$ cat config.mk
export PLATFORM = sky130hd
export DESIGN_NAME = registers
export DESIGN_NICKNAME = d
export VERILOG_FILES = /design/src/logic/gpu_pkg.sv /design/src/logic/registers.sv
export SDC_FILE = /design/constraint.sdc
export NUM_CORES = 1
export LEC_CHECK = 0
export BUFFER_PORTS_ARGS = -buffer_cell sky130_fd_sc_hd__buf_2
export CAP_MARGIN = 30
export CORE_MARGIN = 3
export CORE_UTILIZATION = 48
export CTS_CLUSTER_DIAMETER = 80
export DETAILED_ROUTE_END_ITERATION = 8
export PLACE_DENSITY = 0.67
export RECOVER_POWER = 25
export SYNTH_ARGS = -nofsm -noshare
export SYNTH_HDL_FRONTEND = slang
export SYNTH_SLANG_ARGS = --single-unit
$ cat constraint.sdc
create_clock -name clk -period 2.2 [get_ports clk]
set_input_delay 0.11 -clock clk [delete_from_list [all_inputs] [get_ports clk]]
set_output_delay 0.11 -clock clk [all_outputs]
set_load 0.02 [all_outputs]
$ cat src/logic/gpu_pkg.sv
// SIMT core shared definitions
`default_nettype none

package gpu_pkg;

    // Datapath and instruction widths
    localparam int data_width = 8;
    localparam int instr_width = 16;
    localparam int pc_width = 8;
    localparam int prog_depth = 256;

    // Register file shape with the top two entries read-only
    localparam int num_regs = 16;
    localparam int reg_addr_width = 4;
    localparam int reg_thread_count = 14;
    localparam int reg_thread_idx = 15;

    // The thread count needs one bit more than a lane index to reach four
    localparam int max_threads = 4;
    localparam int thread_count_width = 3;
    localparam int lane_idx_width = $clog2(max_threads);

    // Core states in a dense encoding that leaves codes 6 and 7 unused
    typedef enum logic [2:0] {
        IDLE    = 3'd0,
        FETCH   = 3'd1,
        DECODE  = 3'd2,
        EXECUTE = 3'd3,
        UPDATE  = 3'd4,
        DONE    = 3'd5
    } core_state_t;

    // Opcodes in instruction bits 15 to 12
    typedef enum logic [3:0] {
        NOP   = 4'b0000,
        BRNZP = 4'b0001,
        CMP   = 4'b0010,
        ADD   = 4'b0011,
        SUB   = 4'b0100,
        MUL   = 4'b0101,
        DIV   = 4'b0110,
        CONST = 4'b1001,
        RET   = 4'b1111
    } opcode_t;

    // ALU arithmetic select
    localparam logic [1:0] alu_add = 2'b00;
    localparam logic [1:0] alu_sub = 2'b01;
    localparam logic [1:0] alu_mul = 2'b10;
    localparam logic [1:0] alu_div = 2'b11;

    // ALU output select
    localparam logic alu_out_arith = 1'b0;
    localparam logic alu_out_cmp = 1'b1;

    // Register write source
    localparam logic reg_in_alu = 1'b0;
    localparam logic reg_in_imm = 1'b1;

endpackage

`default_nettype wire

$ cat src/logic/registers.sv
// Per-thread register file
`default_nettype none
`timescale 1ns/1ns

module registers import gpu_pkg::*; (
    input  logic                          clk,
    input  logic                          reset,
    input  logic                          enable,
    input  core_state_t                   core_state,
    input  logic [thread_count_width-1:0] thread_count,
    input  logic [lane_idx_width-1:0]     thread_idx,
    input  logic [reg_addr_width-1:0]     rs_addr,
    input  logic [reg_addr_width-1:0]     rt_addr,
    input  logic [reg_addr_width-1:0]     rd,
    input  logic                          reg_write_enable,
    input  logic                          reg_input_mux,
    input  logic [data_width-1:0]         immediate,
    input  logic [data_width-1:0]         alu_out,
    input  logic [reg_addr_width-1:0]     dbg_reg,
    output logic [data_width-1:0]         rs,
    output logic [data_width-1:0]         rt,
    output logic [data_width-1:0]         dbg_data
);

    // Only the writable registers have storage
    logic [data_width-1:0] regs [0:reg_thread_count-1];

    // Registers 14 and 15 are formed from the lane's inputs
    function automatic logic [data_width-1:0] read_reg(input logic [reg_addr_width-1:0] addr);
        logic [data_width-1:0] value;
        if (addr == reg_addr_width'(reg_thread_count)) begin
            value = data_width'(thread_count);
        end else if (addr == reg_addr_width'(reg_thread_idx)) begin
            value = data_width'(thread_idx);
        end else begin
            value = regs[addr];
        end
        return value;
    endfunction

    // Operand reads are combinational so the ALU sees them during EXECUTE
    assign rs = read_reg(rs_addr);
    assign rt = read_reg(rt_addr);
    assign dbg_data = read_reg(dbg_reg);

    always_ff @(posedge clk) begin
        if (reset) begin
            for (int i = 0; i < reg_thread_count; i++) begin
                regs[i] <= '0;
            end
        end else if (enable && core_state == UPDATE && reg_write_enable) begin
            // Writes aimed at 14 or 15 fall through and are lost
            if (rd < reg_addr_width'(reg_thread_count)) begin
                regs[rd] <= (reg_input_mux == reg_in_imm) ? immediate : alu_out;
            end
        end
    end

endmodule

`default_nettype wire

==> key figures <==
Cells and area
  – Final #Nets: 716
  – Final Util: 0.581
  – Largest reg by FF count: regs
  – N_diodes: 0
  – Largest registers: regs (114)
  – Layout cells sized above 1: 0.316
  – Largest register FFs: 114
  – Layout area overhead: 17.8%

Route
  – Post-route DRC: 0
  – Detailed-route via count: 5696
  – WL final: 21.4 mm
  – Wire per inst: 24.6 µm
  – DRT iter0 DRCs: 713
  – Vias per cell: 6.56
  – TritonRoute pass-1 iters: 5
  – Post-DRT Antenna Nets: 0

STA
  – Slew Limit Fails: 0
  – Setup WS post-layout: 0.00563 ns
  – Fin. Hold Viols: 0
  – Setup Viol. Count Final: 0
  – Fin crit share: 0.997
  – Final hold slack: 0.223 ns
  – Worst slew pin tran: 0.785 ns
  – Fmax: 456 MHz
  – Slew headroom: 0.477
  – Final worst path period need: 2.19 ns
  – RSZ-0062 raised after global routing: true

Hold path
  – Worst Hold Class: primary input to register
  – End of the worst hold path: regs[4][5]
  – Hold wc startpoint: alu_out[5]
  – Hold path depth: 4

Die
  – Core region area: 14600 µm²
  – Die Width: 129 µm
  – Initial Util: 0.493
  – Die height: 129 µm
  – Top Ports: 69
  – Die footprint: 16600 µm²
  – FP Rows: 44

Setup path
  – Crit Path Max Fanout: 3
  – Critical Path Source Type: register
  – Crit Path Class: register to output port
  – Critical path data required time: 2.09 ns
  – Kind of end point of the critical path: output port
  – Worst Path Arrival: 2.08 ns

Synth
  – Sequential-to-total area share from yosys stat: 0.474
  – Unique cell type count in the Yosys netlist: 43
  – Synth cell count leaders: nor2_1, edfxtp_1, mux4_2
  – Syn avg cell area: 12.5 µm²
  – Gate Count Post-Synth: 577
  – Share of the synthesized area in the top cell type: 0.474
  – Synthesized area: 7220 µm²
  – EDFF count, synth: 114
  – Post-synth top area cell: edfxtp_1
  – Ranking of synthesized cells by area: edfxtp_1, mux4_2, nor2_1
  – Flops & latches, synth: 114
  – Yosys warning count: 0
  – Count leader, synth: nor2_1
  – Post-synth ARST share: 0
  – Main synth FF type: edfxtp_1

Global route
  – Global route overflow: 0
  – Overall Global Routing Usage: 0.265
  – First-pass GRT wire length: 32.3 mm
  – Largest net degree at the start of global routing: 26
  – Number of global-route vias before repair: 5668
  – Initial antenna violation count: 0

Clock tree
  – Clock Tree Root: clkbuf_16
  – Reg clk slew, reported paths: 0.06 ns
  – Total CTS buffers: 17
  – Total clock sinks: 114
  – CTS tree: yes
  – H-tree depth: 4
  – CTS Buffer Depth: 2

Place
  – # port buffers: 68
  – Dpl ws: 0.136 ns
  – Post-DP HPWL: 15.6 mm
  – GPL Wtd Cong: 0.914

Pwr
  – P_leak: 3.21 nW
  – Max VDD drop: 0.473 mV
  – Power per cell area: 742 nW/µm²

Status
  – Status: completed

Job
  – Max cap viols: 0
## cell families (layout without fill, tap and decap cells)
| family | Yosys count | count (layout) | share of synthesized area |
|---|---|---|---|
| AO/OA/AOI/OAI | 79 | 79 | 0.0745 |
| buffers and inverters | 55 | 161 | 0.0428 |
| flip-flops | 114 | 114 | 0.474 |
| multiplexers | 124 | 124 | 0.281 |
| other | 1 | 2 | 0.000519 |
| AND/OR/NAND/NOR | 204 | 204 | 0.127 |
## metal layers
metal	vias to the layer above	part of all wire	wire length, µm	GRT usage
met5	-	0	0	0
met4	0	0.037	789	0.100
met3	64	0.088	1880	0.0594
met2	364	0.49	10500	0.437
met1	2836	0.38	8170	0.345
li1	2432	-	-	-
## cell type report
cell class                      count  area [µm²]
Multi-Input combinational cell    409        3510
Tap cell                          184         230
Timing Repair Buffer              123         736
Sequential cell                   114        3420
Clock inverter                     15         160
Inverter                            6        22.5
Fill cell                        1201        6130
Clock buffer                       17         425
## cells in the final DEF, fill, tap and decap left out, types with 3 or more instances in the layout
master     netlist  final
buf_4            5     39
clkbuf_16        0     17
edfxtp_1       114    114
a221o_1          3      3
a211oi_2         0      3
inv_6            0      3
a22o_1           3      3
nand2b_1        20     20
inv_1            5      5
nor3_1           4      4
clkinv_4         0      6
clkbuf_1        25     16
mux4_2          59     60
a211oi_1        10      7
and2_1           8      8
nand3_1         15     15
a221oi_1         3      3
nand4_1          5      5
o21ai_0         12     12
a21oi_1         19     19
nand2_1          7      7
mux2i_1         49     49
o22ai_1          6      6
mux2_2          14     12
nor2_1         132    132
a22oi_1          4      4
buf_2           12     64
nor2b_1          8      8
o221ai_1         5      5
## per-stage QoR
step | power, mW | area (µm²) | TNS (ns) | std cells
floorplan | 3.28 | 7220 | 0 | 578
global placement | 3.60 | 7920 | 0 | 832
detailed placement | 3.62 | 7920 | 0 | 832
CTS | 6.31 | 8510 | -0.0236 | 865
global route | 6.51 | 8510 | -0.0241 | 868
finish | 6.32 | 8510 | 0 | 868
## what timing repair did
action                     CTS  global route
hold buffers                 0             0
pin swaps                    0             1
buffers inserted             1             3
setup endpoints to repair    2             4
gates resized for setup      1            10
## how the worst max path moves through the flow
stage,start,to
after global placement,rt_addr[0],rt[4]
after floorplan,rs_addr[0],rs[5]
after global routing,regs[8][1],rs[1]
after CTS,regs[10][1],rs[1]
after detailed placement,rt_addr[0],rt[4]
final,regs[10][1],rs[1]
## report_power, final
part	internal [mW]	switching (mW)	total [mW]	leakage [nW]
Sequential	2.50	0.0973	2.60	1.08
Combinational	0.452	0.553	1.01	1.84
Clock	1.68	1.03	2.71	0.286
Total	4.63	1.68	6.32	3.21
## worst max-delay path, stage by stage, from the launching register on
cell and delay, ns:
edfxtp_1 0.43, mux4_2 0.50, mux2_4 0.28, a221o_1 0.33
buf_6 0.14
Power figures use the tool's default switching activity.
