File: config.mk
export PLATFORM = sky130hd
export DESIGN_NAME = pc_nzp
export DESIGN_NICKNAME = d
export VERILOG_FILES = /design/src/logic/gpu_pkg.sv /design/src/logic/pc_nzp.sv
export SDC_FILE = /design/constraint.sdc
export NUM_CORES = 1
export LEC_CHECK = 0
export CAP_MARGIN = 20
export CORE_MARGIN = 1
export CORE_UTILIZATION = 50
export CTS_CLUSTER_DIAMETER = 50
export CTS_CLUSTER_SIZE = 16
export DETAILED_ROUTE_END_ITERATION = 7
export DONT_BUFFER_PORTS = 1
export GPL_TIMING_DRIVEN = 0
export SKIP_CTS_REPAIR_TIMING = 1
export SYNTH_ARGS = -nofsm -noshare
export SYNTH_HDL_FRONTEND = slang
export SYNTH_SLANG_ARGS = --single-unit
export TNS_END_PERCENT = 100
File: constraint.sdc
create_clock -name clk -period 3.3 [get_ports clk]
set_input_delay 0.66 -clock clk [delete_from_list [all_inputs] [get_ports clk]]
set_output_delay 0.66 -clock clk [all_outputs]
set_load 0.005 [all_outputs]
File: src/logic/gpu_pkg.sv
// SIMT core shared definitions
`default_nettype none

package gpu_pkg;

    // Datapath and instruction widths
    localparam int data_width = 8;
    localparam int instr_width = 16;
    localparam int pc_width = 8;
    localparam int prog_depth = 256;

    // Register file shape with the top two entries read-only
    localparam int num_regs = 16;
    localparam int reg_addr_width = 4;
    localparam int reg_thread_count = 14;
    localparam int reg_thread_idx = 15;

    // The thread count needs one bit more than a lane index to reach four
    localparam int max_threads = 4;
    localparam int thread_count_width = 3;
    localparam int lane_idx_width = $clog2(max_threads);

    // Core states in a dense encoding that leaves codes 6 and 7 unused
    typedef enum logic [2:0] {
        IDLE    = 3'd0,
        FETCH   = 3'd1,
        DECODE  = 3'd2,
        EXECUTE = 3'd3,
        UPDATE  = 3'd4,
        DONE    = 3'd5
    } core_state_t;

    // Opcodes in instruction bits 15 to 12
    typedef enum logic [3:0] {
        NOP   = 4'b0000,
        BRNZP = 4'b0001,
        CMP   = 4'b0010,
        ADD   = 4'b0011,
        SUB   = 4'b0100,
        MUL   = 4'b0101,
        DIV   = 4'b0110,
        CONST = 4'b1001,
        RET   = 4'b1111
    } opcode_t;

    // ALU arithmetic select
    localparam logic [1:0] alu_add = 2'b00;
    localparam logic [1:0] alu_sub = 2'b01;
    localparam logic [1:0] alu_mul = 2'b10;
    localparam logic [1:0] alu_div = 2'b11;

    // ALU output select
    localparam logic alu_out_arith = 1'b0;
    localparam logic alu_out_cmp = 1'b1;

    // Register write source
    localparam logic reg_in_alu = 1'b0;
    localparam logic reg_in_imm = 1'b1;

endpackage

`default_nettype wire

File: src/logic/pc_nzp.sv
// Program counter and NZP unit
`default_nettype none
`timescale 1ns/1ns

module pc_nzp import gpu_pkg::*; (
    input  logic                clk,
    input  logic                reset,
    input  core_state_t         core_state,
    input  logic                pc_mux,
    input  logic [2:0]          nzp_mask,
    input  logic [pc_width-1:0] branch_target,
    input  logic                nzp_write_enable,
    input  logic [2:0]          alu_nzp,
    output logic [pc_width-1:0] pc
);

    // Flags in positive, zero, negative order from bit 2 down
    logic [2:0] nzp;
    logic       take_branch;

    // The test sees the flags held before this UPDATE edge
    assign take_branch = pc_mux && ((nzp_mask & nzp) != 3'b000);

    always_ff @(posedge clk) begin
        if (reset) begin
            pc <= '0;
            nzp <= 3'b000;
        end else if (core_state == IDLE || core_state == DONE) begin
            // Parked at zero so that a start always fetches from the first word
            pc <= '0;
        end else if (core_state == UPDATE) begin
            if (nzp_write_enable) begin
                nzp <= alu_nzp;
            end
            pc <= take_branch ? branch_target : pc + 1'b1;
        end
    end

endmodule

`default_nettype wire

==> PnR_summary.wiki <==
{| class="wikitable"
! Metric !! Value
|-
| Last weighted congestion value of the routability-driven placer || 0.732
|-
| Hold wc startpoint || reset
|-
| Worst-margin pin slew || 424 ps
|-
| I/O Pins || 29
|-
| Required time reported for the critical path endpoint || 3460 ps
|-
| Initial Utilization || 56.9%
|-
| Chip Height || 38.7 um
|-
| Share of the clock period used by the worst path after layout || 50.9%
|-
| Root buf cell || clkbuf_4
|-
| Cell area after synthesis || 674 um^2
|-
| Final HPWL from detailed placement || 1120 um
|-
| Via count || 633
|-
| Rel. slew slack || 71.7%
|-
| Number of stages on the worst hold path || 1
|-
| Overflow left after global routing || 0
|-
| Total GRT Usage || 22.8%
|-
| Gate count of the mapped netlist || 82
|-
| Number of H-tree levels || 1
|-
| Fraction of layout instances using a drive strength above 1 || 11.6%
|-
| Setup repair after global routing missed its margin || false
|-
| Async S/R FF share, synth || 0%
|-
| Count of endpoints failing setup in the final report || 0
|-
| Post-synthesis register bit count || 11
|-
| Vias in the first global route || 571
|-
| Largest incremental delay on the critical path || 350 ps
|-
| Type of the setup path with the least slack || in2reg
|-
| Kind of launch point of the worst setup path || input port
|-
| Maximum number of pins on one net before global-route repair || 11
|-
| Remaining antenna violation count after routing || 0
|-
| Share of Yosys cell area claimed by the top area cell type || 32.7%
|-
| Buffers added on ports || 0
|-
| DRT Pass-1 Iters || 3
|-
| Part of the Yosys area used for sequential elements || 32.7%
|-
| Critical Path Sink Type || flop
|-
| Count of endpoints failing hold in the final timing report || 0
|-
| Clk Latency, worst-skew pair || 260 ps
|-
| Largest cells by area after synthesis || dfxtp_1, nand2_1, nand3_1, a21oi_1, buf_6
|-
| Ant diodes || 0
|-
| Worst Reg-to-Reg Cells || 5
|-
| Routed vias/inst || 6.33
|-
| Pwr dens || 347 nW/um^2
|-
| Area added between synthesis and finish || 6.49%
|-
| Number of enable-type register cells in the synthesized netlist || 0
|-
| Number of antenna violations at the first check in global routing || 0
|-
| Data arrival time of the critical path || 1840 ps
|-
| Die X-Extent || 38.7 um
|-
| Drt initial violations || 4
|-
| TritonCTS clock tree || done
|-
| Placement-stage worst setup slack || 1330 ps
|-
| Post-place instance area || 692 um^2
|-
| Global-route wire length before repair || 2330 um
|-
| Maximum achievable frequency || 596 MHz
|-
| Cells along the critical path || a222oi_1 -> nand2b_1 -> buf_6 -> mux2_1 -> a32o_1
|-
| Clock-pin transition on the worst setup and hold timing paths || 70 ps
|-
| Maximum clock insertion buffer count || 2
|-
| Setup TNS Final || 0 ps
|-
| Endpoint of the worst hold path || nzp[0]$_SDFFE_PP0P_
|-
| Mean cell area of the mapped netlist || 8.22 um^2
|-
| Worst R2R End || pc[2]$_SDFFE_PP0N_
|-
| Rows || 12
|-
| Peak ir drop on the vdd network || 0.295 mV
|-
| Worst setup margin || 1620 ps
|-
| Maxcap violations || 0
|-
| Fin. max-slew vios || 0
|-
| Fin crit period || 1680 ps
|-
| Type of the most critical hold path || in2reg
|-
| R2R Path Start || nzp[0]$_SDFFE_PP0P_
|-
| Largest area contributor in the netlist || dfxtp_1
|-
| Area of the core || 1190 um^2
|-
| Total detailed-routing wirelength || 1500 um
|-
| Most frequent cell after synthesis || nand2_1
|-
| Static leakage || 0.225 nW
|-
| Drt wl/cell || 15.0 um
|-
| DRC violations left || 0
|-
| CP max FO || 10
|-
| Status || finished, final reports clean
|-
| Most used flip-flop cell after synthesis || dfxtp_1
|-
| Die area || 1500 um^2
|-
| Most frequent cells after synthesis || nand2_1, dfxtp_1, nand3_1
|-
| CP max-delay cell || a222oi_1
|-
| Number of distinct library cell variants in the gate-level netlist after synthesis || 32
|-
| Synthesized net count || 104
|-
| Final Util || 60.5%
|-
| Number of buffers created by CTS || 3
|-
| Worst-case clock skew || 0.924 ps
|-
| FF-to-FF setup slack || 1710 ps
|-
| Final nets || 109
|-
| Yosys Warn Count || 0
|-
| Clock sinks || 11
|-
| Finished Cell Area || 718 um^2
|}
[power by group]
| group | switching, mW | internal (mW) |
|---|---|---|
| Sequential | 0.00270 | 0.135 |
| Clock | 0.0443 | 0.0467 |
| Combinational | 0.0115 | 0.00890 |
[sequential cells by signal, indices dropped and copies added, names as in the netlist]
signal	flops
pc	8
nzp	3
[cells by family (layout without fill, tap and decap cells)]
kind of cell	count (synthesis)	count (layout)	synth area share [%]
and+or+nand+nor	41	41	35.1
DFF	11	11	32.7
adders and majority gates	1	1	1.85
muxes	1	1	1.67
xor gates and xnor gates	1	1	1.30
buffers and inverters	4	8	4.64
AOI/OAI and AO/OA	23	23	22.8
[placed cells by master, fill, tap and decap left out]
| cell type | count |
|---|---|
| a21oi_1 | 5 |
| a222oi_1 | 1 |
| a2bb2oi_1 | 2 |
| a311oi_1 | 1 |
| a31oi_1 | 3 |
| a32o_1 | 1 |
| and2_1 | 2 |
| and4_1 | 1 |
| and4b_1 | 1 |
| buf_2 | 1 |
| buf_6 | 2 |
| clkbuf_1 | 1 |
| clkbuf_4 | 3 |
| dfxtp_1 | 11 |
| ha_1 | 1 |
| inv_1 | 1 |
| mux2_1 | 1 |
| nand2_1 | 13 |
| nand2b_1 | 1 |
| nand3_1 | 7 |
| nand3_2 | 1 |
| nand4_1 | 1 |
| nor2_1 | 4 |
| nor2b_1 | 2 |
| nor3_1 | 2 |
| nor3b_2 | 1 |
| nor4_1 | 3 |
| nor4_4 | 1 |
| o21a_1 | 3 |
| o21ai_0 | 3 |
| o21ai_1 | 3 |
| o21bai_2 | 1 |
| or3b_1 | 1 |
| xor2_1 | 1 |
[routing by layer]
layer | share of wire, % | track usage, % | wire [um]
met1 | 44 | 24.9 | 660
met3 | 5.2 | 9.83 | 78
met4 | 0 | 2.59 | 0
met5 | 0 | 0 | 0
met2 | 51 | 41.3 | 757
[worst max path at each step]
stage	startpoint	endpoint	cells after the start
3_3_place_gp	nzp_mask[0]	pc[2]$_SDFFE_PP0N_	5
2_1_floorplan	nzp_mask[0]	pc[2]$_SDFFE_PP0N_	5
5_1_grt	nzp_mask[0]	pc[2]$_SDFFE_PP0N_	5
6_report	nzp_mask[0]	pc[2]$_SDFFE_PP0N_	5
4_1_cts	nzp_mask[0]	pc[2]$_SDFFE_PP0N_	5
3_5_place_dp	nzp_mask[0]	pc[2]$_SDFFE_PP0N_	5
[through the flow]
stage	power, mW	hold WS, ps	cells
final	0.249	454	100
after global routing	0.262	435	100
after detailed placement	0.161	447	96
after global placement	0.161	442	96
after floorplan	0.157	430	82
after CTS	0.251	448	100
[final cells by class]
| class | instances | area (um^2) |
|---|---|---|
| clock buffers | 4 | 26.3 |
| multi-input cells | 67 | 423 |
| flip-flops and latches | 11 | 220 |
| inverters | 1 | 3.75 |
| well taps | 14 | 17.5 |
| fillers | 114 | 468 |
| plain buffers | 3 | 27.5 |
[critical path, delay by kind of cell]
family / cells / cell delay, ps
AOI/OAI and AO/OA: 2 / 550
muxes: 1 / 320
buffers and inverters: 1 / 140
and+or+nand+nor: 1 / 170
Power figures use the tool's default switching activity.
