[src/logic/gpu_pkg.sv]
// SIMT core shared definitions
`default_nettype none

package gpu_pkg;

    // Datapath and instruction widths
    localparam int data_width = 8;
    localparam int instr_width = 16;
    localparam int pc_width = 8;
    localparam int prog_depth = 256;

    // Register file shape with the top two entries read-only
    localparam int num_regs = 16;
    localparam int reg_addr_width = 4;
    localparam int reg_thread_count = 14;
    localparam int reg_thread_idx = 15;

    // The thread count needs one bit more than a lane index to reach four
    localparam int max_threads = 4;
    localparam int thread_count_width = 3;
    localparam int lane_idx_width = $clog2(max_threads);

    // Core states in a dense encoding that leaves codes 6 and 7 unused
    typedef enum logic [2:0] {
        IDLE    = 3'd0,
        FETCH   = 3'd1,
        DECODE  = 3'd2,
        EXECUTE = 3'd3,
        UPDATE  = 3'd4,
        DONE    = 3'd5
    } core_state_t;

    // Opcodes in instruction bits 15 to 12
    typedef enum logic [3:0] {
        NOP   = 4'b0000,
        BRNZP = 4'b0001,
        CMP   = 4'b0010,
        ADD   = 4'b0011,
        SUB   = 4'b0100,
        MUL   = 4'b0101,
        DIV   = 4'b0110,
        CONST = 4'b1001,
        RET   = 4'b1111
    } opcode_t;

    // ALU arithmetic select
    localparam logic [1:0] alu_add = 2'b00;
    localparam logic [1:0] alu_sub = 2'b01;
    localparam logic [1:0] alu_mul = 2'b10;
    localparam logic [1:0] alu_div = 2'b11;

    // ALU output select
    localparam logic alu_out_arith = 1'b0;
    localparam logic alu_out_cmp = 1'b1;

    // Register write source
    localparam logic reg_in_alu = 1'b0;
    localparam logic reg_in_imm = 1'b1;

endpackage

`default_nettype wire

[src/logic/alu.sv]
// Per-thread ALU
`default_nettype none
`timescale 1ns/1ns

module alu import gpu_pkg::*; (
    input  logic                  clk,
    input  logic                  reset,
    input  logic                  enable,
    input  core_state_t           core_state,
    input  logic [1:0]            alu_arith_mux,
    input  logic                  alu_output_mux,
    input  logic [data_width-1:0] rs,
    input  logic [data_width-1:0] rt,
    output logic [data_width-1:0] alu_out
);

    // Difference read as two's complement for the compare flags
    logic [data_width-1:0] diff;
    logic                  cmp_neg;
    logic                  cmp_zero;
    logic                  cmp_pos;

    assign diff = rs - rt;
    assign cmp_neg = diff[data_width-1];
    assign cmp_zero = (diff == '0);
    // Positive means neither negative nor zero
    assign cmp_pos = ~cmp_neg & ~cmp_zero;

    always_ff @(posedge clk) begin
        if (reset) begin
            alu_out <= '0;
        end else if (enable && core_state == EXECUTE) begin
            if (alu_output_mux == alu_out_cmp) begin
                // Flags sit in the low three bits in NZP order
                alu_out <= {{(data_width-3){1'b0}}, cmp_pos, cmp_zero, cmp_neg};
            end else begin
                // All results keep only the low byte
                case (alu_arith_mux)
                    alu_add: alu_out <= rs + rt;
                    alu_sub: alu_out <= rs - rt;
                    alu_mul: alu_out <= rs * rt;
                    default: begin
                        // Division by zero saturates to all ones
                        if (rt == '0) begin
                            alu_out <= '1;
                        end else begin
                            alu_out <= rs / rt;
                        end
                    end
                endcase
            end
        end
    end

endmodule

`default_nettype wire

[config.mk]
export PLATFORM = sky130hd
export DESIGN_NAME = alu
export DESIGN_NICKNAME = d
export VERILOG_FILES = /design/src/logic/gpu_pkg.sv /design/src/logic/alu.sv
export SDC_FILE = /design/constraint.sdc
export NUM_CORES = 1
export LEC_CHECK = 0
export ABC_AREA = 0
export BUFFER_PORTS_ARGS = -buffer_cell sky130_fd_sc_hd__buf_2
export CAP_MARGIN = 40
export CORE_ASPECT_RATIO = 0.75
export CORE_UTILIZATION = 42
export CTS_CLUSTER_SIZE = 20
export DETAILED_ROUTE_END_ITERATION = 8
export GPL_ROUTABILITY_DRIVEN = 0
export HOLD_SLACK_MARGIN = 0.06
export RECOVER_POWER = 50
export SYNTH_ARGS = -nofsm -noshare
export SYNTH_HDL_FRONTEND = slang
export SYNTH_SLANG_ARGS = --single-unit
[constraint.sdc]
create_clock -name clk -period 15.74 [get_ports clk]
set_input_delay 3.148 -clock clk [delete_from_list [all_inputs] [get_ports clk]]
set_output_delay 3.148 -clock clk [all_outputs]
set_load 0.03 [all_outputs]
==> results of run 1 <==
worst max-delay path: cells and delay by family:
family	cells	cell delay, ps
AO/OA/AOI/OAI	25	6750
adder cells (fa/ha/maj)	8	2450
buffers and inverters	2	500
multiplexers	1	350
AND/OR/NAND/NOR	6	820
power groups by stage:
stage	Clock [mW]	Combinational, mW	Sequential [mW]
final	0.0250	0.174	0.0211
after global placement	0	0.170	0.0214
after CTS	0.0254	0.174	0.0211
after detailed placement	0	0.172	0.0214
after global routing	0.0270	0.194	0.0211
after floorplan	0	0.130	0.0224
cells by family after synthesis:
kind of cell | Yosys count
flops | 8
simple gates | 150
buf+inv | 53
xor+xnor | 35
mux | 10
fa+ha+maj | 83
compound gates | 123
stage by stage:
stage | cell area [um2] | setup slack [ps]
floorplan | 3530 | 3570
global route | 3810 | 1050
detailed placement | 3780 | 1790
finish | 3810 | 1860
global placement | 3780 | 2100
CTS | 3820 | 2020
final cells by class:
cell class | instances | area [um2] | area share
Sequential cell | 8 | 160 | 0.0420
Clock buffer | 3 | 41.3 | 0.0108
Multi-Input combinational cell | 401 | 3170 | 0.831
Tap cell | 105 | 131 | 0.0345
Inverter | 43 | 161 | 0.0424
Timing Repair Buffer | 32 | 150 | 0.0394
final timing paths:
| check | from | to | slack [ps] | cells past startpoint |
|---|---|---|---|---|
| setup reg to reg | alu_out[0] | alu_out[0] | 14820 | 3 |
| hold / removal | alu_out[3] | alu_out[3] | 440 | 2 |
| setup / recovery | rt[0] | alu_out[0] | 1860 | 42 |
| hold reg to reg | alu_out[3] | alu_out[3] | 440 | 2 |
cell usage in the layout, fill, tap and decap left out, types with 5 or more instances in the layout:
| master | n |
|---|---|
| nor2b_1 | 6 |
| inv_1 | 43 |
| a21oi_1 | 25 |
| nand2_1 | 40 |
| o21ai_0 | 23 |
| xor2_1 | 6 |
| dfxtp_1 | 8 |
| o22ai_1 | 6 |
| mux2_2 | 8 |
| and2_1 | 9 |
| clkbuf_1 | 8 |
| nor3_1 | 16 |
| o21a_1 | 16 |
| xnor2_1 | 27 |
| nand3_1 | 5 |
| buf_2 | 24 |
| a21o_1 | 10 |
| fa_1 | 14 |
| nor2_1 | 46 |
| ha_1 | 69 |
| a31oi_1 | 6 |
per-layer routing:
layer / global-route usage / vias up / routed length (um)
met5: 0 / - / 0
met4: 0.0425 / 0 / 153
met3: 0.0209 / 10 / 751
met2: 0.405 / 120 / 4460
met1: 0.361 / 1627 / 5140
li1: - / 1717 / -
==> summary.txt, run 1 <==
Outcome: complete, no violations
Maximum vdd drop: 0.0000345 V
Largest Register: alu_out
PD cells: 57.8 mW/mm2
Initial DRC Count: 261
Slew margin rel.: 0.468
Max stage delay on crit path: 630 ps
Reg clk slew, reported paths: 40 ps
Post-Synth Adder-Cell Area: 0.324
Post-synthesis mux area share: 0.0362
Synth Register Bits: 8
Synth top area cells: ha_1 (24%), fa_1 (7.9%), xnor2_1 (6.7%), nor2_1 (4.9%), inv_1 (4.6%)
Worst Tran Pin Value: 798 ps
HP Class: flip-flop to flip-flop
P&R area growth vs syn: 7.98%
Area leader, netlist: ha_1
Count leader, synth: ha_1
Clock power share: 0.113
GRT Residual Overflow: 0
Total Wirelength: 10500 um
DRT antenna net count: 0
Core Rows: 28
WL/cell: 17.7 um
Post-DP HPWL: 8580 um
Final Cycle Share: 0.882
DR pass1 iterations: 4
Combinational share of power: 0.791
Post-Synth XOR/XNOR Area: 0.0946
Largest net degree at the start of global routing: 15
Clk root buf: clkbuf_8
First-pass GRT wire length: 16900 um
Critical setup path kind: input pin to flip-flop
Total Power: 0.220 mW
Skew final: 0 ps
Crit Path Max Fanout: 13
Post-synth top area share: 0.245
Simple-gate share of the synthesized area: 0.207
CP endpoint kind: flip-flop
IO buf count: 32
Sequential Power Share: 0.096
Post-synth EDFFs: 0
Vias per cell: 5.87
Nets: 597
DIE HEIGHT: 81.4 um
Net load switching power: 0.105 mW
Via count: 3474
Largest family of logic cells by synthesized area: adder cells
CTS resizes: 0
Setup crit start kind: input pin
Internal power: 0.115 mW
Filler instances: 796
Initial antenna violation count: 0
Top cells by count, synth: ha_1 (69), nor2_1 (46), inv_1 (43)
CTS sink count: 8
Mapped Area: 0.00353 mm2
RSZ-0062 raised after global routing: no
Clk Latency, worst-skew pair: 230 ps
Initial Utilization: 0.440
Critical path arrival: 14030 ps
Final Non-Filler Cells: 592
Post-synthesis compound-gate area fraction: 0.236
Hold WS: 437 ps
# IOs: 33
Total placed cells including tap cells: 589
Overall global routing resource usage: 0.249
Most used cell along the critical path: ha_1
Sw frac: 0.478
Leakage: 1.80 nW
Number of global-route vias before repair: 3240
Die area: 0.00878 mm2
Number of setup buffers added after CTS: 0
CTS Hold Buffers Added: 0
Die width: 108 um
Seq/Total Area, Yosys: 0.0454
CTS tree: done
Setup TNS: 0 ps
CTS buffer count: 3
Async set-reset flop share out of synthesis: 0
Syn avg cell area: 7.64 um2
# DRC: 0
H-tree depth: 1
Fin. max-slew vios: 0
Minimum clock period: 13880 ps
Diode count: 0
Fin. Hold Viols: 0
Fmax: 0.0720 GHz
Ys Warns: 0
Clock Path Buffers: 2
Crit-path slowest cell: o22ai_1
Syn nets: 570
Setup-failing EPs final: 0
Synth unique cells: 62
Max cap viols: 0
Layout cells sized above 1: 0.0965
Fin util: 0.475
Crit path required time: 15890 ps
Synth Flop Type: dfxtp_1
Post-Syn Instances: 462
Leading registers by flop count: alu_out: 8 flops
Max reg flops: 8
Core footprint: 0.00802 mm2
Note: power is estimated with default switching activity, not from simulation.
==> run 2, diff against run 1 <==
==> constraint.sdc (replaced) <==
create_clock -name clk -period 16.9 [get_ports clk]
set_input_delay 3.38 -clock clk [delete_from_list [all_inputs] [get_ports clk]]
set_output_delay 3.38 -clock clk [all_outputs]
set_load 0.03 [all_outputs]
==> run 2 against run 1 <==
Compared with the run above:
- register-to-register slack better by 1200 ps
- utilization unchanged
- via count down 0.17%
- non-clock buffer count unchanged
- power down 6.9%
- cell area unchanged
- sequential power down 7%
- critical path depth unchanged
- worst setup slack better by 940 ps
- final cell count unchanged
- die area unchanged
- critical endpoint unchanged
- largest cell class unchanged
- largest power group unchanged
==> summary.txt, run 2 (synthesis results as in run 1) <==
Initial DRC Count: 296
Maximum vdd drop: 0.0000266 V
CTS Hold Buffers Added: 0
Dpl ws: 2780 ps
Skew final: 0 ps
CTS buffer count: 3
Fin. max-slew vios: 0
Die area: 0.00878 mm2
DIE HEIGHT: 81.4 um
DR pass1 iterations: 5
CP endpoint kind: flip-flop
RSZ-0062 raised after global routing: no
Clk root buf: clkbuf_8
Final Cycle Share: 0.834
Critical path arrival: 14250 ps
Post-DP HPWL: 8550 um
Number of global-route vias before repair: 3266
Leakage: 1.80 nW
DRT antenna net count: 0
CTS sink count: 8
# IOs: 33
GRT Residual Overflow: 0
Slew margin rel.: 0.465
Clk Latency, worst-skew pair: 230 ps
Initial Utilization: 0.440
Leading registers by flop count: alu_out: 8 flops
CTS tree: done
Crit path required time: 17060 ps
Setup TNS: 0 ps
Setup crit start kind: input pin
Outcome: complete, no violations
Nets: 597
Fin. Hold Viols: 0
Largest net degree at the start of global routing: 15
Fmax: 0.0709 GHz
WL/cell: 17.7 um
Setup-failing EPs final: 0
PD cells: 53.8 mW/mm2
Number of setup buffers added after CTS: 0
Hold WS: 436 ps
H-tree depth: 1
P&R area growth vs syn: 7.98%
Layout cells sized above 1: 0.0965
Max cap viols: 0
Minimum clock period: 14100 ps
Commonest non-fill, non-tap cell in the layout: ha_1
Overall global routing resource usage: 0.250
Most used cell along the critical path: ha_1
Core Rows: 28
HP Class: flip-flop to flip-flop
Critical setup path kind: input pin to flip-flop
Crit-path slowest cell: o22ai_1
Final Non-Filler Cells: 592
Via count: 3468
Die width: 108 um
Fin util: 0.475
Filler instances: 806
Largest Register: alu_out
Clock Path Buffers: 2
Max reg flops: 8
IO buf count: 32
Total Wirelength: 10500 um
Crit Path Max Fanout: 13
Max stage delay on crit path: 640 ps
Core footprint: 0.00802 mm2
Diode count: 0
Initial antenna violation count: 0
Commonest non-fill, non-tap cells in the layout: ha_1 (69), nor2_1 (46), inv_1 (43), nand2_1 (40), xnor2_1 (27)
Reg clk slew, reported paths: 40 ps
Vias per cell: 5.86
Final worst slack: 2800 ps
Worst Tran Pin Value: 802 ps
First-pass GRT wire length: 16800 um
# DRC: 0
CTS resizes: 0
Total placed cells including tap cells: 589
run 2: cell type report:
type                            count  area [um2]  share of cell area
Inverter                           43         161              0.0424
Clock buffer                        3        41.3              0.0108
Sequential cell                     8         160              0.0420
Multi-Input combinational cell    401        3170               0.831
Tap cell                          105         131              0.0345
Timing Repair Buffer               32         150              0.0394
run 2: where the power goes:
part | switching [mW] | internal (mW)
clock | 0.00717 | 0.0154
sequential | 0.000209 | 0.0194
combinational | 0.0903 | 0.0726
run 2: final timing paths:
check / depth (start not counted) / start / to / slack (ps)
max reg2reg: 3 / alu_out[0] / alu_out[0] / 16010
max: 42 / rt[0] / alu_out[0] / 2800
min: 2 / alu_out[3] / alu_out[3] / 440
min reg2reg: 2 / alu_out[3] / alu_out[3] / 440
run 2: per-stage QoR:
stage               power, mW  instance area (um2)
finish                  0.205                 3810
global route            0.226                 3810
CTS                     0.205                 3820
detailed placement      0.181                 3780
global placement        0.179                 3780
floorplan               0.142                 3530
run 2: critical path: cells and delay by family:
kind / cells / cell delay [ps]
AOI/OAI and AO/OA: 25 / 6690
muxes: 1 / 340
adders and majority gates: 8 / 2450
and+or+nand+nor: 6 / 870
buffers and inverters: 2 / 500
run 2: per-layer routing:
metal  global-route usage  wire length [um]  vias to the layer above  share of wire
li1                     -                 -                     1704              -
met1                0.371              5120                     1631           0.49
met2                0.385              4410                      125           0.42
met3               0.0337               808                        8          0.077
met4               0.0425               126                        0          0.012
met5                    0                 0                        -              0
