### src/logic/gpu_pkg.sv
// SIMT core shared definitions
`default_nettype none

package gpu_pkg;

    // Datapath and instruction widths
    localparam int data_width = 8;
    localparam int instr_width = 16;
    localparam int pc_width = 8;
    localparam int prog_depth = 256;

    // Register file shape with the top two entries read-only
    localparam int num_regs = 16;
    localparam int reg_addr_width = 4;
    localparam int reg_thread_count = 14;
    localparam int reg_thread_idx = 15;

    // The thread count needs one bit more than a lane index to reach four
    localparam int max_threads = 4;
    localparam int thread_count_width = 3;
    localparam int lane_idx_width = $clog2(max_threads);

    // Core states in a dense encoding that leaves codes 6 and 7 unused
    typedef enum logic [2:0] {
        IDLE    = 3'd0,
        FETCH   = 3'd1,
        DECODE  = 3'd2,
        EXECUTE = 3'd3,
        UPDATE  = 3'd4,
        DONE    = 3'd5
    } core_state_t;

    // Opcodes in instruction bits 15 to 12
    typedef enum logic [3:0] {
        NOP   = 4'b0000,
        BRNZP = 4'b0001,
        CMP   = 4'b0010,
        ADD   = 4'b0011,
        SUB   = 4'b0100,
        MUL   = 4'b0101,
        DIV   = 4'b0110,
        CONST = 4'b1001,
        RET   = 4'b1111
    } opcode_t;

    // ALU arithmetic select
    localparam logic [1:0] alu_add = 2'b00;
    localparam logic [1:0] alu_sub = 2'b01;
    localparam logic [1:0] alu_mul = 2'b10;
    localparam logic [1:0] alu_div = 2'b11;

    // ALU output select
    localparam logic alu_out_arith = 1'b0;
    localparam logic alu_out_cmp = 1'b1;

    // Register write source
    localparam logic reg_in_alu = 1'b0;
    localparam logic reg_in_imm = 1'b1;

endpackage

`default_nettype wire

### src/logic/scheduler.sv
// Core state machine
`default_nettype none
`timescale 1ns/1ns

module scheduler import gpu_pkg::*; (
    input  logic        clk,
    input  logic        reset,
    input  logic        start,
    input  logic        is_ret,
    output core_state_t core_state,
    output logic        done
);

    core_state_t next_state;

    // Each instruction walks the same four states without a stall
    always_comb begin
        next_state = core_state;
        case (core_state)
            IDLE: begin
                if (start) begin
                    next_state = FETCH;
                end
            end
            FETCH: next_state = DECODE;
            DECODE: next_state = EXECUTE;
            EXECUTE: next_state = UPDATE;
            UPDATE: begin
                // RET retires like any instruction and then halts the core
                if (is_ret) begin
                    next_state = DONE;
                end else begin
                    next_state = FETCH;
                end
            end
            DONE: begin
                // A new start reruns the program without a reset
                if (start) begin
                    next_state = FETCH;
                end
            end
            default: next_state = IDLE;
        endcase
    end

    always_ff @(posedge clk) begin
        if (reset) begin
            core_state <= IDLE;
        end else begin
            core_state <= next_state;
        end
    end

    // Done is high for as long as the core sits in DONE
    assign done = (core_state == DONE);

endmodule

`default_nettype wire

### config.mk
export PLATFORM = sky130hd
export DESIGN_NAME = scheduler
export DESIGN_NICKNAME = d
export VERILOG_FILES = /design/src/logic/gpu_pkg.sv /design/src/logic/scheduler.sv
export SDC_FILE = /design/constraint.sdc
export NUM_CORES = 1
export LEC_CHECK = 0
export ABC_AREA = 1
export BUFFER_PORTS_ARGS = -buffer_cell sky130_fd_sc_hd__buf_2
export CAP_MARGIN = 20
export CORE_AREA = 2 2 39 41
export CTS_CLUSTER_SIZE = 10
export DETAILED_ROUTE_END_ITERATION = 16
export DIE_AREA = 0 0 41 43
export MAX_ROUTING_LAYER = met4
export PLACE_DENSITY = 0.4
export SLEW_MARGIN = 30
export SYNTH_ARGS = -nofsm -noshare
export SYNTH_HDL_FRONTEND = slang
export SYNTH_SLANG_ARGS = --single-unit
### constraint.sdc
create_clock -name clk -period 0.8 [get_ports clk]
set_input_delay 0 -clock clk [delete_from_list [all_inputs] [get_ports clk]]
set_output_delay 0 -clock clk [all_outputs]
set_load 0.02 [all_outputs]
==> results of run 1 <==
==> repair_timing <==
| item | CTS | global route |
|---|---|---|
| gates cloned | 0 | 0 |
| endpoints found under the hold margin | 2 | 0 |
| hold buffers | 1 | 0 |
| setup endpoints to repair | 2 | 4 |
| resized for setup | 6 | 1 |
==> critical path, cell delays in order (launching register included) <==
cell,delay [ns]
dfxtp_4,0.35
inv_2,0.06
nand3_2,0.07
inv_2,0.06
buf_6,0.10
==> through the flow <==
| step | cells | instance area, µm² | hold WS [ns] |
|---|---|---|---|
| finish | 50 | 255.2 | 0.06144 |
| global route | 50 | 255.2 | 0.07557 |
| CTS | 50 | 252.7 | 0.05311 |
| detailed placement | 45 | 202.7 | 0.1985 |
| global placement | 45 | 202.7 | 0.1986 |
| floorplan | 22 | 147.6 | 0.06165 |
==> cells by family after synthesis <==
| family | Yosys count | synth area share |
|---|---|---|
| AO/OA/AOI/OAI | 3 | 0.1062 |
| buffers and inverters | 4 | 0.1062 |
| flip-flops | 3 | 0.4248 |
| AND/OR/NAND/NOR | 12 | 0.3628 |
==> path summary, 6_finish.rpt <==
kind / startpoint / end / slack, ns / depth (start not counted)
worst min register to register: core_state[2] / core_state[1] / 0.46 / 1
worst max register to register: core_state[1] / core_state[2] / 0 / 5
worst max-delay path: core_state[1] / done / -0.06 / 4
worst min-delay path: reset / core_state[1] / 0.06 / 3
==> Yosys cell counts (all sizes together) <==
cell type and instances:
nand3 2, dfxtp 3, nor2 5, o21ai 1, nand2 4, inv 4, nor3b 1, a21oi 2
==> power by group through the flow <==
stage | registers, mW | logic (mW) | clock network (mW)
finish | 0.182 | 0.0727 | 0.262
floorplan | 0.198 | 0.0262 | 0
global route | 0.185 | 0.0807 | 0.299
global placement | 0.186 | 0.0678 | 0
CTS | 0.184 | 0.0735 | 0.278
detailed placement | 0.186 | 0.0675 | 0
==> metal layers <==
layer	share of wire	GRT usage	vias to the layer above
li1	-	-	93
met1	0.44	0.04808	67
met3	0.082	0.07853	0
met5	0	-	-
met2	0.47	0.08125	5
met4	0	0.04000	0
==> area by class of cell <==
class | instances | area [µm²] | share of cell area
flip-flops and latches | 3 | 71.32 | 0.2794
inverters | 4 | 15.01 | 0.05882
repair buffers | 8 | 51.30 | 0.2010
multi-input cells | 15 | 71.32 | 0.2794
clock buffers | 4 | 26.28 | 0.1029
well taps | 16 | 20.02 | 0.07843
==> run_results.csv, run 1 <==
group,metric,value,unit
clock_tree,cts_sinks,3,
pwr,switchingPower,135.5,µW
clock_tree,cts_tree,"yes",
synthesis,ys_seq_area_frac,0.4248,
clock_tree,htree_levels,1,
placement,place_congestion,0.5820,
global_routing,grt.total_usage,0.06372,
route,antenna_left,0,
global_routing,grt_max_degree,8,
timing,report.final.slew_viol_count,0,
synthesis,syn_inst,22,
clock_tree,clk_latency,0.23,ns
global_routing,grt_pass1_vias,179,
synthesis,yosysTopAreaCell,"dfxtp_1",
worst_setup_path,timing.critical_path.arrival,0.86,ns
floorplan,die_h,43,µm
pwr,max-vdd-ir-drop,0.0006637,V
finish,drive_gt1_frac,0.4706,
finish,fin_nets,39,
route,drc_errors,0,
timing,relSlewSlack,0.9062,
pwr,p_total,516.4,µW
placement,port_buffers,7,
route,drtIter0Drc,0,
route,finalWirelength,365,µm
worst_setup_path,crit_path_max_fanout,6,
finish,final_common_cell,"buf_2",
worst_setup_path,cp.required,0.80,ns
finish,post-route-util,0.1844,
route,dr_total_vias,165,
synthesis,synth_area_leaders,"dfxtp_1 42%, nor2_1 13%, inv_1 11%, nand2_1 11%, a21oi_1 7.1%",
pwr,power_density,2023,nW/µm²
worst_setup_path,critPathKind,"reg2out",
timing,fmax,1.158,GHz
timing,fin_crit_sh,1.079,
timing,setup_viol,1,
floorplan,start_util,0.1022,
pwr,combPwrFrac,0.141,
finish,nFillCells,165,
timing,setup-tns-final,-0.06335,ns
worst_setup_path,endpoint_kind,"output port",
synthesis,ys_seq_elements,3,
finish,syn_to_final_growth,80.53,%
pwr,power_frac_clock,0.507,
clock_tree,cts-root-buf,"clkbuf_4",
outcome,status,"finished, violations left",
finish,largest_reg_flops,3,
synthesis,syn-cell-area,141.4,µm²
finish,final_cell_mix,"6 x buf_2, 5 x nor2_1, 4 x nand2_1",
run,drv_cap,0,
timing,post-route-min-period,0.8634,ns
synthesis,yosysWarningCount,0,
synthesis,synth_top_area_share,0.4248,
finish,largest_registers,"core_state: 3 flops",
finish,top_register,"core_state",
timing,setup_slack,-0.06335,ns
pwr,pwr-share-seq,0.352,
clock_tree,cts_buffer_depth,2,
timing,rsz0062_at_grt,"yes",
synthesis,synth.net_count,26,
clock_tree,post_cts_buffers,0,
floorplan,row_count,14,
global_routing,grt_pass1_wl,641,µm
synthesis,yosysUniqueCellTypes,8,
placement,dp_hpwl,284.6,µm
floorplan,die-area,1763,µm²
clock_tree,path_clk_slew,0.04,ns
route,routed_via_density,3.300,
worst_setup_path,start_kind,"flop",
hold_path,hold_path.class,"in2reg",
timing,worstMarginPinSlew,0.1392,ns
pwr,power.leakage,0.1229,nW
global_routing,grt_overflow,0,
timing,fin_worst_skew,0.002445,ns
global_routing,antenna_found_initial,0,
outcome,violations,"setup timing",
timing,hold_viol_final,0,
route,wl_per_cell,7.300,µm
finish,diodes,0,
route,first_pass_iters,1,
floorplan,core_area,1384,µm²
floorplan,die-width,41,µm
clock_tree,numCtsBuffers,3,
pwr,power_report.internal_total,380.9,µW
synthesis,syn-mean-instance-area,6.427,µm²
floorplan,ios,8,
placement,pre_cts_slack,0.004760,ns
pwr,sw_frac_of_total,0.2624,
Note: power is estimated with default switching activity, not from simulation.
==> inputs of run 2 (changes only) <==
--- a/config.mk
+++ b/config.mk
@@ -12,9 +12,7 @@
 export CTS_CLUSTER_SIZE = 10
 export DETAILED_ROUTE_END_ITERATION = 16
 export DIE_AREA = 0 0 41 43
-export MAX_ROUTING_LAYER = met4
-export PLACE_DENSITY = 0.4
-export SLEW_MARGIN = 30
+export PLACE_DENSITY = 0.39
 export SYNTH_ARGS = -nofsm -noshare
 export SYNTH_HDL_FRONTEND = slang
 export SYNTH_SLANG_ARGS = --single-unit
==> constraint.sdc (replaced) <==
create_clock -name clk -period 1.1 [get_ports clk]
set_input_delay 0 -clock clk [delete_from_list [all_inputs] [get_ports clk]]
set_output_delay 0 -clock clk [all_outputs]
set_load 0.02 [all_outputs]
==> run 2 against run 1 <==
Effect of this change:
- the run now ends clean
- combinational power decreased by 29%
- global-route usage decreased by 0.75 points
- die area unchanged
- critical endpoint unchanged
==> run_results.csv, run 2 (same netlist as run 1, synthesis figures left out) <==
group,metric,value,unit
route,drc_errors,0,
clock_tree,cts_buffer_depth,2,
finish,drive_gt1_frac,0.2941,
pwr,sw_frac_of_total,0.2592,
worst_setup_path,crit_path_max_fanout,7,
floorplan,core_area,1384,µm²
timing,fin_crit_sh,0.9211,
outcome,status,"finished, final reports clean",
worst_setup_path,timing.critical_path.arrival,1.01,ns
pwr,power.leakage,0.1228,nW
floorplan,die_h,43,µm
finish,largest_registers,"core_state: 3 flops",
worst_setup_path,start_kind,"flop",
placement,place_congestion,0.6464,
timing,fin_worst_skew,0.0002118,ns
finish,fin_cells,50,
global_routing,grt_max_degree,8,
worst_setup_path,critPathMaxStageDelay,0.43,ns
clock_tree,cts_resized,0,
pwr,combPwrFrac,0.138,
timing,setup-tns-final,0,ns
worst_setup_path,cp.required,1.10,ns
clock_tree,clk_latency,0.23,ns
placement,dp_hpwl,276.6,µm
hold_path,hold_path.class,"in2reg",
clock_tree,post_cts_buffers,0,
global_routing,grt_pass1_vias,159,
pwr,power_frac_clock,0.509,
placement,port_buffers,7,
route,drtIter0Drc,6,
timing,hold_viol_final,0,
timing,relSlewSlack,0.8496,
route,wl_per_cell,7.260,µm
clock_tree,cts-root-buf,"clkbuf_4",
finish,largest_reg_flops,3,
worst_setup_path,critPathTopFamily,"flip-flops",
global_routing,grt_overflow,0,
pwr,power_density,1602,nW/µm²
finish,final_common_cell,"buf_2",
worst_setup_path,crit_path_top_delay_cell,"dfxtp_1",
global_routing,grt.total_usage,0.05622,
route,dr_total_vias,162,
clock_tree,cts_sinks,3,
route,routed_via_density,3.240,
finish,final_cell_mix,"7 x buf_2, 5 x nor2_1, 4 x inv_1, 4 x nand2_1",
clock_tree,numCtsBuffers,3,
global_routing,grt_pass1_wl,614,µm
floorplan,row_count,14,
worst_setup_path,endpoint_kind,"output port",
worst_setup_path,reg2reg_slack,0.23,ns
timing,report.final.slew_viol_count,0,
pwr,pwr-share-seq,0.354,
finish,fin_nets,39,
worst_setup_path,crit_chain,"nand3_1, inv_1, buf_2",
finish,diodes,0,
pwr,p_total,372.8,µW
placement,placed_area,196.4,µm²
worst_setup_path,critPathKind,"reg2out",
route,first_pass_iters,2,
finish,syn_to_final_growth,64.60,%
route,antenna_left,0,
finish,nFillCells,163,
pwr,switchingPower,96.62,µW
floorplan,start_util,0.1022,
clock_tree,cts_tree,"yes",
timing,post-route-min-period,1.013,ns
floorplan,die-width,41,µm
timing,rsz0062_at_grt,"no",
placement,dp_cells,45,
worst_setup_path,path_buf_inv,2,
pwr,power_report.internal_total,276.2,µW
floorplan,die-area,1763,µm²
run,drv_cap,0,
pwr,max-vdd-ir-drop,0.0005892,V
timing,worstMarginPinSlew,0.2253,ns
clock_tree,htree_levels,1,
global_routing,antenna_found_initial,0,
floorplan,ios,8,
finish,top_register,"core_state",
timing,setup_viol,0,
finish,fin_area,232.7,µm²
timing,fmax,0.9870,GHz
route,finalWirelength,363,µm
clock_tree,path_clk_slew,0.04,ns
run 2: worst paths after layout:
| check | cells past startpoint | startpoint | endpoint |
|---|---|---|---|
| max | 3 | core_state[2] | done |
| min | 3 | start | core_state[0] |
| max reg2reg | 5 | core_state[1] | core_state[2] |
| min reg2reg | 2 | core_state[2] | core_state[0] |
run 2: layout make-up:
cell class                      instances  area, µm²  area share
Timing Repair Buffer                    8      45.04      0.1935
Clock buffer                            4      26.28      0.1129
Inverter                                4      15.01     0.06452
Sequential cell                         3      60.06      0.2581
Multi-Input combinational cell         15      66.31      0.2849
Tap cell                               16      20.02     0.08602
run 2: per-stage QoR:
stage	setup WS [ns]	utilization	hold WS [ns]
floorplan	0.1737	-	0.06907
global placement	0.2073	0.1420	0.2020
CTS	0.06916	0.1682	0.07993
global route	0.01193	0.1682	0.1006
detailed placement	0.2438	0.1420	0.1977
finish	0.08679	0.1682	0.08233
run 2: routing by layer:
| layer | up-vias | share of wire | GRT usage |
|---|---|---|---|
| li1 | 93 | - | - |
| met3 | 0 | 0.058 | 0.04712 |
| met2 | 4 | 0.42 | 0.05938 |
| met5 | - | 0 | 0 |
| met1 | 65 | 0.52 | 0.07074 |
| met4 | 0 | 0 | 0.04000 |
run 2: power by group through the flow:
stage	combinational, mW	sequential [mW]	clock (mW)
2_1_floorplan	0.0190	0.142	0
3_3_place_gp	0.0498	0.134	0
3_5_place_dp	0.0496	0.134	0
4_1_cts	0.0524	0.132	0.203
5_1_grt	0.0568	0.134	0.216
6_report	0.0514	0.132	0.190
run 2: tightest hold or removal path, stage by stage:
cell and delay [ns]:
buf_2 0.09, o21ai_0 0.07, a21oi_1 0.12
run 2: repair_timing:
| item | 4_1_cts | 5_1_grt |
|---|---|---|
| endpoints found under the hold margin | 2 | 0 |
| hold buffers | 1 | 0 |
| endpoints found under the setup margin | 0 | 0 |
